### config.mk
export PLATFORM = sky130hd
export DESIGN_NAME = rdma_req_top
export DESIGN_NICKNAME = d
export VERILOG_FILES = /design/src/hw/rdma_opcode_pkg.sv /design/src/hw/rdma_req_pkg.sv /design/src/hw/rdma_req_parser.sv /design/src/hw/rdma_req_queue.sv /design/src/hw/rdma_req_top.sv
export VERILOG_INCLUDE_DIRS = /design/src /design/src/hw
export SDC_FILE = /design/constraint.sdc
export NUM_CORES = 2
export LEC_CHECK = 0
export BUFFER_PORTS_ARGS = -buffer_cell sky130_fd_sc_hd__buf_2
export CORE_AREA = 2 2 432 434
export CTS_BUF_LIST = sky130_fd_sc_hd__clkbuf_4
export CTS_CLUSTER_SIZE = 40
export DETAILED_ROUTE_END_ITERATION = 6
export DIE_AREA = 0 0 434 436
export PLACE_DENSITY = 0.55
export SLEW_MARGIN = 30
export SYNTH_ARGS = -nofsm -noshare
export SYNTH_HDL_FRONTEND = slang
export SYNTH_HIERARCHICAL = 1
export SYNTH_SLANG_ARGS = --single-unit
export TNS_END_PERCENT = 20
### constraint.sdc
create_clock -name aclk -period 42.6 [get_ports aclk]
set_input_delay 8.52 -clock aclk [delete_from_list [all_inputs] [get_ports aclk]]
set_output_delay 8.52 -clock aclk [all_outputs]
set_load 0.03 [all_outputs]
### src/hw/rdma_config.svh
/*
 * RDMA request path configuration
 * Field widths, path MTU, read split size and default output queue depth
 */

`ifndef RDMA_CONFIG_SVH
`define RDMA_CONFIG_SVH

// Request field widths in bits
`define RDMA_OPCODE_BITS     5
`define RDMA_QPN_BITS        10
`define RDMA_SSN_BITS        24
`define RDMA_VADDR_BITS      48
`define RDMA_LEN_BITS        32
`define RDMA_PARAMS_BITS     16

// Split sizes in bytes
`define RDMA_PMTU_BYTES      1024     // Largest WRITE/SEND payload
`define RDMA_MAX_SINGLE_READ 4096     // Largest single READ REQUEST

`define RDMA_QUEUE_DEPTH     8        // Output queue entries

`endif

### src/hw/rdma_opcode_pkg.sv
/*
 * RDMA opcode package
 * RC transport opcodes, application command opcodes and the request mode
 */

`default_nettype none

`include "rdma_config.svh"

package rdma_opcode_pkg;

    // RC opcodes, IB transport encoding
    typedef enum logic [`RDMA_OPCODE_BITS-1:0] {
        RC_SEND_FIRST         = 5'h00,
        RC_SEND_MIDDLE        = 5'h01,
        RC_SEND_LAST          = 5'h02,
        RC_SEND_ONLY          = 5'h04,
        RC_RDMA_WRITE_FIRST   = 5'h06,
        RC_RDMA_WRITE_MIDDLE  = 5'h07,
        RC_RDMA_WRITE_LAST    = 5'h08,
        RC_RDMA_WRITE_ONLY    = 5'h0a,
        RC_RDMA_READ_REQUEST  = 5'h0c
    } rc_opcode_t;

    // Application commands, top of the opcode space
    typedef enum logic [`RDMA_OPCODE_BITS-1:0] {
        APP_READ  = 5'h1d,
        APP_WRITE = 5'h1e,
        APP_SEND  = 5'h1f
    } app_opcode_t;

    typedef enum logic {
        MODE_APP = 1'b0, // Split by the parser
        MODE_RAW = 1'b1  // Already a packet request
    } req_mode_t;

endpackage

`default_nettype wire

### src/hw/rdma_req_pkg.sv
/*
 * RDMA request format package
 * Field types and the packed request used for commands and packet requests
 */

`default_nettype none

`include "rdma_config.svh"

package rdma_req_pkg;
    import rdma_opcode_pkg::*;

    typedef logic [`RDMA_QPN_BITS-1:0]    qpn_t;
    typedef logic [`RDMA_SSN_BITS-1:0]    ssn_t;
    typedef logic [`RDMA_VADDR_BITS-1:0]  vaddr_t;
    typedef logic [`RDMA_LEN_BITS-1:0]    len_t;     // Bytes
    typedef logic [`RDMA_PARAMS_BITS-1:0] params_t;
    typedef logic [`RDMA_OPCODE_BITS-1:0] opcode_t;  // RC or APP opcode

    typedef struct packed {
        opcode_t   opcode;
        req_mode_t mode;
        qpn_t      qpn;
        ssn_t      ssn;
        logic      last;    // Final piece of the work request
        vaddr_t    lvaddr;
        vaddr_t    rvaddr;
        len_t      len;
        params_t   params;
    } rdma_req_t;

endpackage

`default_nettype wire

### src/hw/rdma_req_parser.sv
/*
 * RDMA request parser
 * Accepts application or raw commands and cuts them into RC packet requests,
 * at most one path MTU per WRITE/SEND packet and one max read per READ REQUEST.
 * Raw non-read commands pass through with the last flag filtered.
 */

`timescale 1ns/1ps
`default_nettype none

`include "rdma_config.svh"

module rdma_req_parser
    import rdma_opcode_pkg::*;
    import rdma_req_pkg::*;
(
    input  logic      aclk,
    input  logic      aresetn,

    input  logic      in_valid,
    output logic      in_ready,
    input  rdma_req_t in_req,

    output logic      pkt_valid,
    input  logic      pkt_ready,
    output rdma_req_t pkt_req
);

    localparam len_t PMTU   = len_t'(`RDMA_PMTU_BYTES);
    localparam len_t MAX_RD = len_t'(`RDMA_MAX_SINGLE_READ);

    typedef enum logic [3:0] {
        ST_IDLE,
        ST_PARSE_READ, ST_SEND_READ,
        ST_PARSE_WRITE_INIT, ST_PARSE_WRITE, ST_SEND_WRITE,
        ST_PARSE_SEND_INIT, ST_PARSE_SEND, ST_SEND_SEND,
        ST_SEND_BASE
    } state_t;

    state_t    state_q, state_d;
    rdma_req_t cmd_q, cmd_d;  // Remaining part of the command
    rdma_req_t pkt_q, pkt_d;  // Piece on offer to the queue

    len_t      piece_lim;
    logic      piece_fits;

    // Raw packets keep last only where it closes a message
    function automatic logic last_kept(opcode_t op);
        return op inside {RC_RDMA_WRITE_LAST, RC_RDMA_WRITE_ONLY,
                          RC_SEND_LAST, RC_SEND_ONLY};
    endfunction

    //////////////////////////////
    // Registers
    //////////////////////////////

    always_ff @(posedge aclk) begin
        if (!aresetn) begin
            state_q <= ST_IDLE;
        end else begin
            state_q <= state_d;
        end
    end

    always_ff @(posedge aclk) begin
        cmd_q <= cmd_d;
        pkt_q <= pkt_d;
    end

    //////////////////////////////
    // Piece sizing
    //////////////////////////////

    assign piece_lim  = (state_q == ST_PARSE_READ) ? MAX_RD : PMTU;
    assign piece_fits = (cmd_q.len <= piece_lim); // Final or only piece

    //////////////////////////////
    // FSM and datapath
    //////////////////////////////

    always_comb begin
        state_d = state_q;
        cmd_d   = cmd_q;
        pkt_d   = pkt_q;

        case (state_q)
            ST_IDLE: begin
                if (in_valid) begin
                    cmd_d = in_req;
                    if (in_req.mode == MODE_RAW) begin
                        if (in_req.opcode == RC_RDMA_READ_REQUEST) begin
                            state_d = ST_PARSE_READ;
                        end else begin
                            pkt_d      = in_req; // Pass through as is
                            pkt_d.last = in_req.last && last_kept(in_req.opcode);
                            state_d    = ST_SEND_BASE;
                        end
                    end else begin
                        case (in_req.opcode)
                            APP_READ:  state_d = ST_PARSE_READ;
                            APP_WRITE: state_d = ST_PARSE_WRITE_INIT;
                            APP_SEND:  state_d = ST_PARSE_SEND_INIT;
                            default:   state_d = ST_IDLE; // Unknown, dropped
                        endcase
                    end
                end
            end

            ST_PARSE_READ, ST_PARSE_WRITE_INIT, ST_PARSE_WRITE,
            ST_PARSE_SEND_INIT, ST_PARSE_SEND: begin
                // Common part of every cut
                pkt_d      = cmd_q;
                pkt_d.len  = piece_fits ? cmd_q.len : piece_lim;
                pkt_d.last = piece_fits && cmd_q.last;

                cmd_d.lvaddr = cmd_q.lvaddr + vaddr_t'(piece_lim);
                cmd_d.rvaddr = cmd_q.rvaddr + vaddr_t'(piece_lim);
                cmd_d.len    = piece_fits ? '0 : cmd_q.len - piece_lim;

                case (state_q)
                    ST_PARSE_READ: begin
                        pkt_d.opcode = RC_RDMA_READ_REQUEST;
                        state_d      = ST_SEND_READ;
                    end
                    ST_PARSE_WRITE_INIT: begin
                        pkt_d.opcode = piece_fits ? RC_RDMA_WRITE_ONLY : RC_RDMA_WRITE_FIRST;
                        state_d      = ST_SEND_WRITE;
                    end
                    ST_PARSE_WRITE: begin
                        pkt_d.opcode = piece_fits ? RC_RDMA_WRITE_LAST : RC_RDMA_WRITE_MIDDLE;
                        state_d      = ST_SEND_WRITE;
                    end
                    ST_PARSE_SEND_INIT: begin
                        pkt_d.opcode = piece_fits ? RC_SEND_ONLY : RC_SEND_FIRST;
                        pkt_d.rvaddr = '0; // No remote address on SEND
                        state_d      = ST_SEND_SEND;
                    end
                    default: begin
                        pkt_d.opcode = piece_fits ? RC_SEND_LAST : RC_SEND_MIDDLE;
                        pkt_d.rvaddr = '0;
                        state_d      = ST_SEND_SEND;
                    end
                endcase
            end

            ST_SEND_READ: begin
                if (pkt_ready) begin
                    state_d = (cmd_q.len != '0) ? ST_PARSE_READ : ST_IDLE;
                end
            end

            ST_SEND_WRITE: begin
                if (pkt_ready) begin
                    state_d = (cmd_q.len != '0) ? ST_PARSE_WRITE : ST_IDLE;
                end
            end

            ST_SEND_SEND: begin
                if (pkt_ready) begin
                    state_d = (cmd_q.len != '0) ? ST_PARSE_SEND : ST_IDLE;
                end
            end

            ST_SEND_BASE: begin
                if (pkt_ready) begin
                    state_d = ST_IDLE;
                end
            end

            default: state_d = ST_IDLE;
        endcase
    end

    // Outputs
    assign in_ready  = (state_q == ST_IDLE);
    assign pkt_valid = state_q inside {ST_SEND_READ, ST_SEND_WRITE, ST_SEND_SEND, ST_SEND_BASE};
    assign pkt_req   = pkt_q;

    //////////////////////////////
    // Assertions
    //////////////////////////////

    // Offered piece holds until the queue takes it
    a_pkt_stable: assert property (@(posedge aclk) disable iff (!aresetn)
        pkt_valid && !pkt_ready |=> pkt_valid && $stable(pkt_req));

    // Split pieces never exceed their size limit
    a_piece_len: assert property (@(posedge aclk) disable iff (!aresetn)
        pkt_valid |->
            (state_q == ST_SEND_BASE) ||
            ((state_q == ST_SEND_READ) ? (pkt_req.len <= MAX_RD) : (pkt_req.len <= PMTU)));

endmodule

`default_nettype wire

### src/hw/rdma_req_queue.sv
/*
 * RDMA request queue
 * Synchronous circular FIFO of packed requests, valid/ready on both sides
 */

`timescale 1ns/1ps
`default_nettype none

`include "rdma_config.svh"

module rdma_req_queue
    import rdma_req_pkg::*;
#(
    parameter int DEPTH = `RDMA_QUEUE_DEPTH
) (
    input  logic      aclk,
    input  logic      aresetn,

    input  logic      in_valid,
    output logic      in_ready,
    input  rdma_req_t in_req,

    output logic      out_valid,
    input  logic      out_ready,
    output rdma_req_t out_req
);

    localparam int PTR_W = (DEPTH > 1) ? $clog2(DEPTH) : 1;
    localparam int CNT_W = $clog2(DEPTH + 1);

    typedef logic [PTR_W-1:0] ptr_t;
    typedef logic [CNT_W-1:0] cnt_t;

    rdma_req_t mem [DEPTH];
    ptr_t      wr_ptr_q, rd_ptr_q;
    cnt_t      count_q;    // Occupied entries
    logic      wr_en, rd_en;

    assign in_ready  = (count_q != cnt_t'(DEPTH)); // Not full
    assign out_valid = (count_q != '0);            // Not empty
    assign out_req   = mem[rd_ptr_q];

    assign wr_en = in_valid && in_ready;
    assign rd_en = out_valid && out_ready;

    always_ff @(posedge aclk) begin
        if (wr_en) begin
            mem[wr_ptr_q] <= in_req;
        end
    end

    always_ff @(posedge aclk) begin
        if (!aresetn) begin
            wr_ptr_q <= '0;
            rd_ptr_q <= '0;
            count_q  <= '0;
        end else begin
            if (wr_en) begin
                wr_ptr_q <= (wr_ptr_q == ptr_t'(DEPTH - 1)) ? '0 : wr_ptr_q + 1'b1;
            end
            if (rd_en) begin
                rd_ptr_q <= (rd_ptr_q == ptr_t'(DEPTH - 1)) ? '0 : rd_ptr_q + 1'b1;
            end
            count_q <= count_q + cnt_t'(wr_en) - cnt_t'(rd_en);
        end
    end

    // Full queue has the write pointer lapped onto the oldest entry
    a_full_ptrs: assert property (@(posedge aclk) disable iff (!aresetn)
        (count_q == cnt_t'(DEPTH)) |-> (wr_ptr_q == rd_ptr_q));

    // Empty queue has both pointers on the same slot
    a_empty_ptrs: assert property (@(posedge aclk) disable iff (!aresetn)
        (count_q == '0) |-> (wr_ptr_q == rd_ptr_q));

endmodule

`default_nettype wire

### src/hw/rdma_req_top.sv
/*
 * RDMA request splitter top
 * Parser followed by the output queue toward the transmitter
 */

`timescale 1ns/1ps
`default_nettype none

module rdma_req_top
    import rdma_req_pkg::*;
(
    input  logic      aclk,
    input  logic      aresetn,

    input  logic      in_valid,
    output logic      in_ready,
    input  rdma_req_t in_req,

    output logic      out_valid,
    input  logic      out_ready,
    output rdma_req_t out_req
);

    // Parser to queue
    logic      pkt_valid;
    logic      pkt_ready;
    rdma_req_t pkt_req;

    rdma_req_parser parser_i (
        .aclk      (aclk),
        .aresetn   (aresetn),
        .in_valid  (in_valid),
        .in_ready  (in_ready),
        .in_req    (in_req),
        .pkt_valid (pkt_valid),
        .pkt_ready (pkt_ready),
        .pkt_req   (pkt_req)
    );

    rdma_req_queue queue_i (
        .aclk      (aclk),
        .aresetn   (aresetn),
        .in_valid  (pkt_valid),
        .in_ready  (pkt_ready),
        .in_req    (pkt_req),
        .out_valid (out_valid),
        .out_ready (out_ready),
        .out_req   (out_req)
    );

endmodule

`default_nettype wire

## Word level (Yosys, flattened, before mapping)

Memories as Yosys holds them, arrays and structs flattened. A register that Yosys moved wholly into a read port is not among the register bits.
Index checks and enable logic that the tools add are counted.

- Memories kept: 1
- Register bits: 379
- RAM bits: 1480
- Word-level logic and storage cells: 108
- ROM bits: 0
- Bits of input ports: 189
- Latch bits: 0

Memory list:

| name | words | width | rd ports | clocked after memory_dff | wr ports | line | RTL |
|---|---|---|---|---|---|---|---|
| queue_i.mem | 8 | 185 | 1 | 1 | 1 | rdma_req_queue.sv:34 | `rdma_req_t mem [DEPTH];` |

- Divide/modulo/power cells: 0
- Bitwise operators: 0
- Mux-type cells: 34
- Reduce and logical (&&, ||, !) cells: 17
- Add/sub/neg operators: 7
- Shift operators: 0
- Order comparisons: 1
- Multipliers: 0
- Equality and inequality tests: 27

Operators with widths:

| operator | number |
|---|---|
| $mux W185 | 3 |
| $pmux W185 S2 | 1 |
| $pmux W128 S2 | 1 |
| $mux W144 | 1 |
| $add A48 B32 Y48 | 2 |
| $mux W32 | 2 |
| $mux W48 | 1 |
| $mux W4 | 9 |
| $le A32 B32 Y1 | 1 |
| $reduce_bool A32 Y1 | 1 |
| $sub A32 B32 Y32 | 1 |
| $pmux W4 S6 | 1 |
| $mux W3 | 7 |
| $pmux W5 S4 | 1 |
| $eq A4 B3 Y1 const B | 4 |
| $eq A5 B4 Y1 const B | 3 |
| $eq A5 B5 Y1 const B | 3 |
| $mux W13 | 1 |
| $reduce_bool A4 Y1 | 3 |
| $ne A2 B1 Y1 const B | 5 |
| $pmux W3 S3 | 1 |
| $eq A4 B2 Y1 const B | 2 |
| $eq A4 B4 Y1 const B | 2 |
| $pmux W4 S2 | 1 |
| other kinds (20) | 29 |

## Logic depth before layout (Yosys ltp)

- Depth in word-level cells: 7
- Gate-level depth with buffers: 12
- Depth with buffers taken out: 10

## By module

Netlist, hierarchy kept.

By module, submodules not included:

| module | instances | cells an instance | area an instance (um^2) | seq. area each (um^2) |
|---|---|---|---|---|
| rdma_req_queue | 1 | 2215 | 56206.4 | 44702.9 |
| rdma_req_parser | 1 | 1533 | 17087.6 | 11040.6 |

## Worst setup path before layout

No wires, ideal clock.

- Path kind: input -> register
- From: input in_valid
- To: register parser_i.pkt_q (netlist bit parser_i/pkt_req[0]), enable pin
- Required time: 41.612 ns
- Buffers on the path: 1
- Arrival: 21.745 ns
- Path slack: 19.868 ns
- Library setup time: 0.988 ns
- Stages on the path: 3
- Cell sequence: clkbuf_1 -> inv_1 -> o21ai_0

- Cells in the longest elaborated chain, start to end: 2

Ends and longest elaborated chain:

| what | line | RTL |
|---|---|---|
| start, declared | rdma_req_top.sv:15 | `input logic in_valid,` |
| $ne A2 B2 Y1 (no line) | -- |  |
| $reduce_and A4 Y1 (no line) | -- |  |
| end signal, assigned | rdma_req_parser.sv:67 | `pkt_q <= pkt_d;` |
| end, declared | rdma_req_parser.sv:42 | `rdma_req_t pkt_q, pkt_d;` |

Every way passes these cells.
A chain may end at the register's enable or synchronous reset.

==> qor.json <==
{
  "run_status": "completed",
  "port_buffers": 375,
  "clock_insertion_delay_worst_skew_ns": 1.36,
  "first_global_vias": 39557,
  "synth.area.top_cells": "sky130_fd_sc_hd__edfxtp_1 76%, sky130_fd_sc_hd__mux4_2 11%, sky130_fd_sc_hd__mux2_2 2.8%",
  "finalSetupTns_ns": 0,
  "pin_count_of_the_biggest_net_entering_global_routing": 127,
  "placement_stage_cell_area_um2": 78000,
  "max_freq_ghz": 0.0682,
  "report.final.setup_viol": 0,
  "critical_path_peak_fanout": 43,
  "ys_dominant_reg_cell": "sky130_fd_sc_hd__edfxtp_1",
  "critical_path.cell_chain": "buf_4, buf_6, buf_4, buf_4, mux4_2, mux2_2, buf_2",
  "crit_path_frequent_cell": "sky130_fd_sc_hd__buf_4",
  "basic_gate_share_of_the_synthesized_area_counting_and_or_nand_and_nor_cells_pct": 5.04,
  "synth_compound_gate_area_share_pct": 1.71,
  "htreeDepth": 5,
  "cts_sinks": 1862,
  "synthXorXnorAreaFrac_pct": 1.00,
  "period_minus_slack_ns": 14.67,
  "antenna_violations_before_repair": 66,
  "ir_drop_uv": 75.8,
  "final.setup.worst_slack_ns": 27.93,
  "rsz0062_at_grt": "false",
  "detail_route.drc_violations": 0,
  "grt_first_pass_wirelength_mm": 269,
  "worst_hold_startpoint": "parser_i/cmd_q[100]",
  "critical-path-top-delay-family": "buffers and inverters",
  "cts_tree": "built",
  "power.density_nw_per_um2": 68.8,
  "die-height_um": 436,
  "groute.usage.overall_pct": 19.6,
  "clockBufferDepth": 4,
  "wire_per_inst_um": 25.4,
  "drt_pass1_iterations": 5,
  "synthArstFlopShare_pct": 0,
  "netlist_instances": 3748,
  "post_synth_fa_ha_maj_area_fraction_pct": 0.352,
  "count_of_antenna_violating_nets_left_after_detailed_routing": 0,
  "synth_nets": 3957,
  "wirelength_mm": 185,
  "finalCritPeriodShare_pct": 34.4,
  "crit_path_end_kind": "primary output",
  "synth_enable_flop_cells": 1845,
  "synthesis.area_per_instance_um2": 19.6,
  "p_leak_nw": 27.7,
  "start_util_pct": 39.7,
  "synth_top_family_by_area": "multiplexers",
  "pre_cts_ws_ns": 28.80,
  "avgViaCountPerCell": 5.23,
  "worst_pin_slew_ns": 1.13,
  "crit_required_ns": 34.08,
  "cts_root_buf": "sky130_fd_sc_hd__clkbuf_4",
  "cp_slowest_cell": "sky130_fd_sc_hd__buf_4",
  "finalInstanceArea_um2": 83900,
  "initialDrtViolationCount": 2782,
  "timing_worst_setup_path_type": "flop to primary output",
  "global_route.overflow_total": 0,
  "arrival_ns": 6.15,
  "cts.repair.resized": 0,
  "num-nets-final": 4687,
  "worstHoldPathType": "flop to flop",
  "cts.repair_timing.setup_buffer_count": 0,
  "synth_mux_area_share_pct": 14.3,
  "row_count": 158,
  "io_pins": 376,
  "worstSetupStartpointType": "flop",
  "cts.hold.buffers_added": 0,
  "worst_r2r_endpoint": "queue_i/mem[1][100]",
  "path_buf_inv": 5,
  "cts.clk_slew.worst_paths_ns": 0.07,
  "drv_cap": 0,
  "r2r.worst_path.cells": 7,
  "detailed_place_hpwl_mm": 101,
  "netlist-cell-type-count": 63,
  "min_path_cells": 2,
  "die_x_um": 434,
  "synth.ff_latch_count": 1862,
  "core-area_um2": 185000,
  "final_count_of_hold_timing_violations": 0,
  "synth_largest_type_area_fraction_pct": 75.6,
  "yosys_warnings": 6,
  "min_to": "parser_i/pkt_req[100]",
  "timing.slew.headroom_pct": 24.8,
  "synth_largest_area_cell": "sky130_fd_sc_hd__edfxtp_1",
  "syn_to_final_growth_pct": 14.5,
  "tritoncts.num_buffers": 487,
  "timing.clock.skew_ns": 0.114,
  "die_area_um2": 189000,
  "globalplace.congestion": 0.797,
  "regToRegSetupSlack_ns": 37.45,
  "synth_seq_area_share_pct": 76.1,
  "slew_viol_final": 0,
  "crit_path_max_incr_delay_ns": 0.81,
  "timing.rr.start": "parser_i/state_q[2]",
  "layout-drive-gt1-share_pct": 36.5,
  "post_synth_instance_area_um2": 73300,
  "num_vias": 38116
}
[worst register-to-register path, stage by stage (launching register included)]
cell and delay [ns]:
sky130_fd_sc_hd__dfxtp_1 0.84, sky130_fd_sc_hd__nand2_1 0.30, sky130_fd_sc_hd__o32ai_1 0.48, sky130_fd_sc_hd__nand3_1 0.40
sky130_fd_sc_hd__nor3_2 0.29, sky130_fd_sc_hd__buf_12 0.76, sky130_fd_sc_hd__buf_4 0.73, sky130_fd_sc_hd__buf_4 0.82
[kinds of logic after synthesis]
logic type	count (synthesis)
DFF	1862
and+or+nand+nor	794
muxes	561
buffers and inverters	220
AOI/OAI and AO/OA	207
xor gates and xnor gates	84
adders and majority gates	20
[through the flow]
step	power [mW]	instances	utilization, %	hold slack [ns]
after floorplan	3.90	3748	-	0.454
after detailed placement	4.38	6465	42.3	0.489
final	5.77	7294	45.5	0.482
after global routing	6.08	7286	45.4	0.495
after CTS	5.87	7265	45.4	0.467
after global placement	4.35	6462	42.2	0.460
[registers in the layout, summed over array words and instances, names as in the netlist, named ones only]
| register | count |
|---|---|
| queue_i/mem | 1480 |
| parser_i/state_q | 4 |
| parser_i/pkt_req | 185 |
| queue_i/wr_ptr_q | 3 |
| parser_i/cmd_q | 180 |
| queue_i/count_q | 4 |
| queue_i/rd_ptr_q | 3 |
[layout by cell type (no fill, tap or decap), types with 23 or more instances in the layout]
cell,count
sky130_fd_sc_hd__a22o_1,26
sky130_fd_sc_hd__and2_1,28
sky130_fd_sc_hd__and3_1,39
sky130_fd_sc_hd__buf_2,374
sky130_fd_sc_hd__buf_4,40
sky130_fd_sc_hd__clkbuf_4,697
sky130_fd_sc_hd__clkinv_1,78
sky130_fd_sc_hd__diode_2,25
sky130_fd_sc_hd__edfxtp_1,1845
sky130_fd_sc_hd__mux2_2,185
sky130_fd_sc_hd__mux4_2,370
sky130_fd_sc_hd__nand2_1,451
sky130_fd_sc_hd__nand3_1,92
sky130_fd_sc_hd__nand4_1,33
sky130_fd_sc_hd__nor2_1,31
sky130_fd_sc_hd__nor3_1,23
sky130_fd_sc_hd__o21ai_0,132
sky130_fd_sc_hd__xnor2_1,41
sky130_fd_sc_hd__xor2_1,43
[area by class of cell]
cell class | instances | area (um^2)
fill | 16187 | 101000
sequential | 1862 | 55800
multi-input combinational | 1666 | 16600
clock buffer | 697 | 5230
tap | 2480 | 3100
timing repair buffer | 438 | 2620
clock inverter | 103 | 519
inverter | 23 | 86.3
antenna | 25 | 62.6
[power breakdown]
group          switching (mW)  internal (mW)
clock                   0.699          0.764
sequential              0.285           2.63
combinational           0.930          0.467
total                    1.91           3.86
[synth_stat cells, types with 6 or more instances]
master and n:
sky130_fd_sc_hd__ha_1 19, sky130_fd_sc_hd__inv_1 23, sky130_fd_sc_hd__o211ai_1 9, sky130_fd_sc_hd__a21oi_1 10, sky130_fd_sc_hd__clkbuf_1 80, sky130_fd_sc_hd__nor3_1 27
sky130_fd_sc_hd__and3_1 39, sky130_fd_sc_hd__xor2_1 43, sky130_fd_sc_hd__a22o_1 26, sky130_fd_sc_hd__nor2_1 36, sky130_fd_sc_hd__buf_6 33, sky130_fd_sc_hd__dfxtp_1 17
sky130_fd_sc_hd__nand3_1 92, sky130_fd_sc_hd__or4_1 9, sky130_fd_sc_hd__mux2_2 185, sky130_fd_sc_hd__xnor2_1 41, sky130_fd_sc_hd__o21ai_0 133, sky130_fd_sc_hd__buf_2 45
sky130_fd_sc_hd__nor2b_1 7, sky130_fd_sc_hd__nand2b_1 10, sky130_fd_sc_hd__edfxtp_1 1845, sky130_fd_sc_hd__or3_1 11, sky130_fd_sc_hd__and4_1 8, sky130_fd_sc_hd__mux4_2 370
sky130_fd_sc_hd__nand2_1 453, sky130_fd_sc_hd__buf_1 37, sky130_fd_sc_hd__nand4_1 33, sky130_fd_sc_hd__mux2i_1 6, sky130_fd_sc_hd__nor4_1 23, sky130_fd_sc_hd__and2_1 28
[worst max-delay path by stage]
stage | startpoint | to | slack [ns] | cells past startpoint
3_3_place_gp | flop | out_req[175] | 28.81 | 7
5_1_grt | flop | out_req[155] | 27.21 | 7
2_1_floorplan | in_valid | parser_i/pkt_req[0] | 19.87 | 3
4_1_cts | flop | out_req[170] | 27.19 | 7
6_report | flop | out_req[165] | 27.93 | 7
3_5_place_dp | flop | out_req[170] | 28.80 | 7
[routing by layer]
layer | part of all wire (%) | global-route usage [%] | up-vias
li1 | - | - | 16865
met4 | 3.0 | 7.50 | 6
met2 | 51 | 33.4 | 1091
met3 | 4.7 | 3.99 | 362
met5 | 0.021 | 0 | -
met1 | 41 | 24.7 | 19792
No activity file was read; power rests on OpenSTA's default activity.
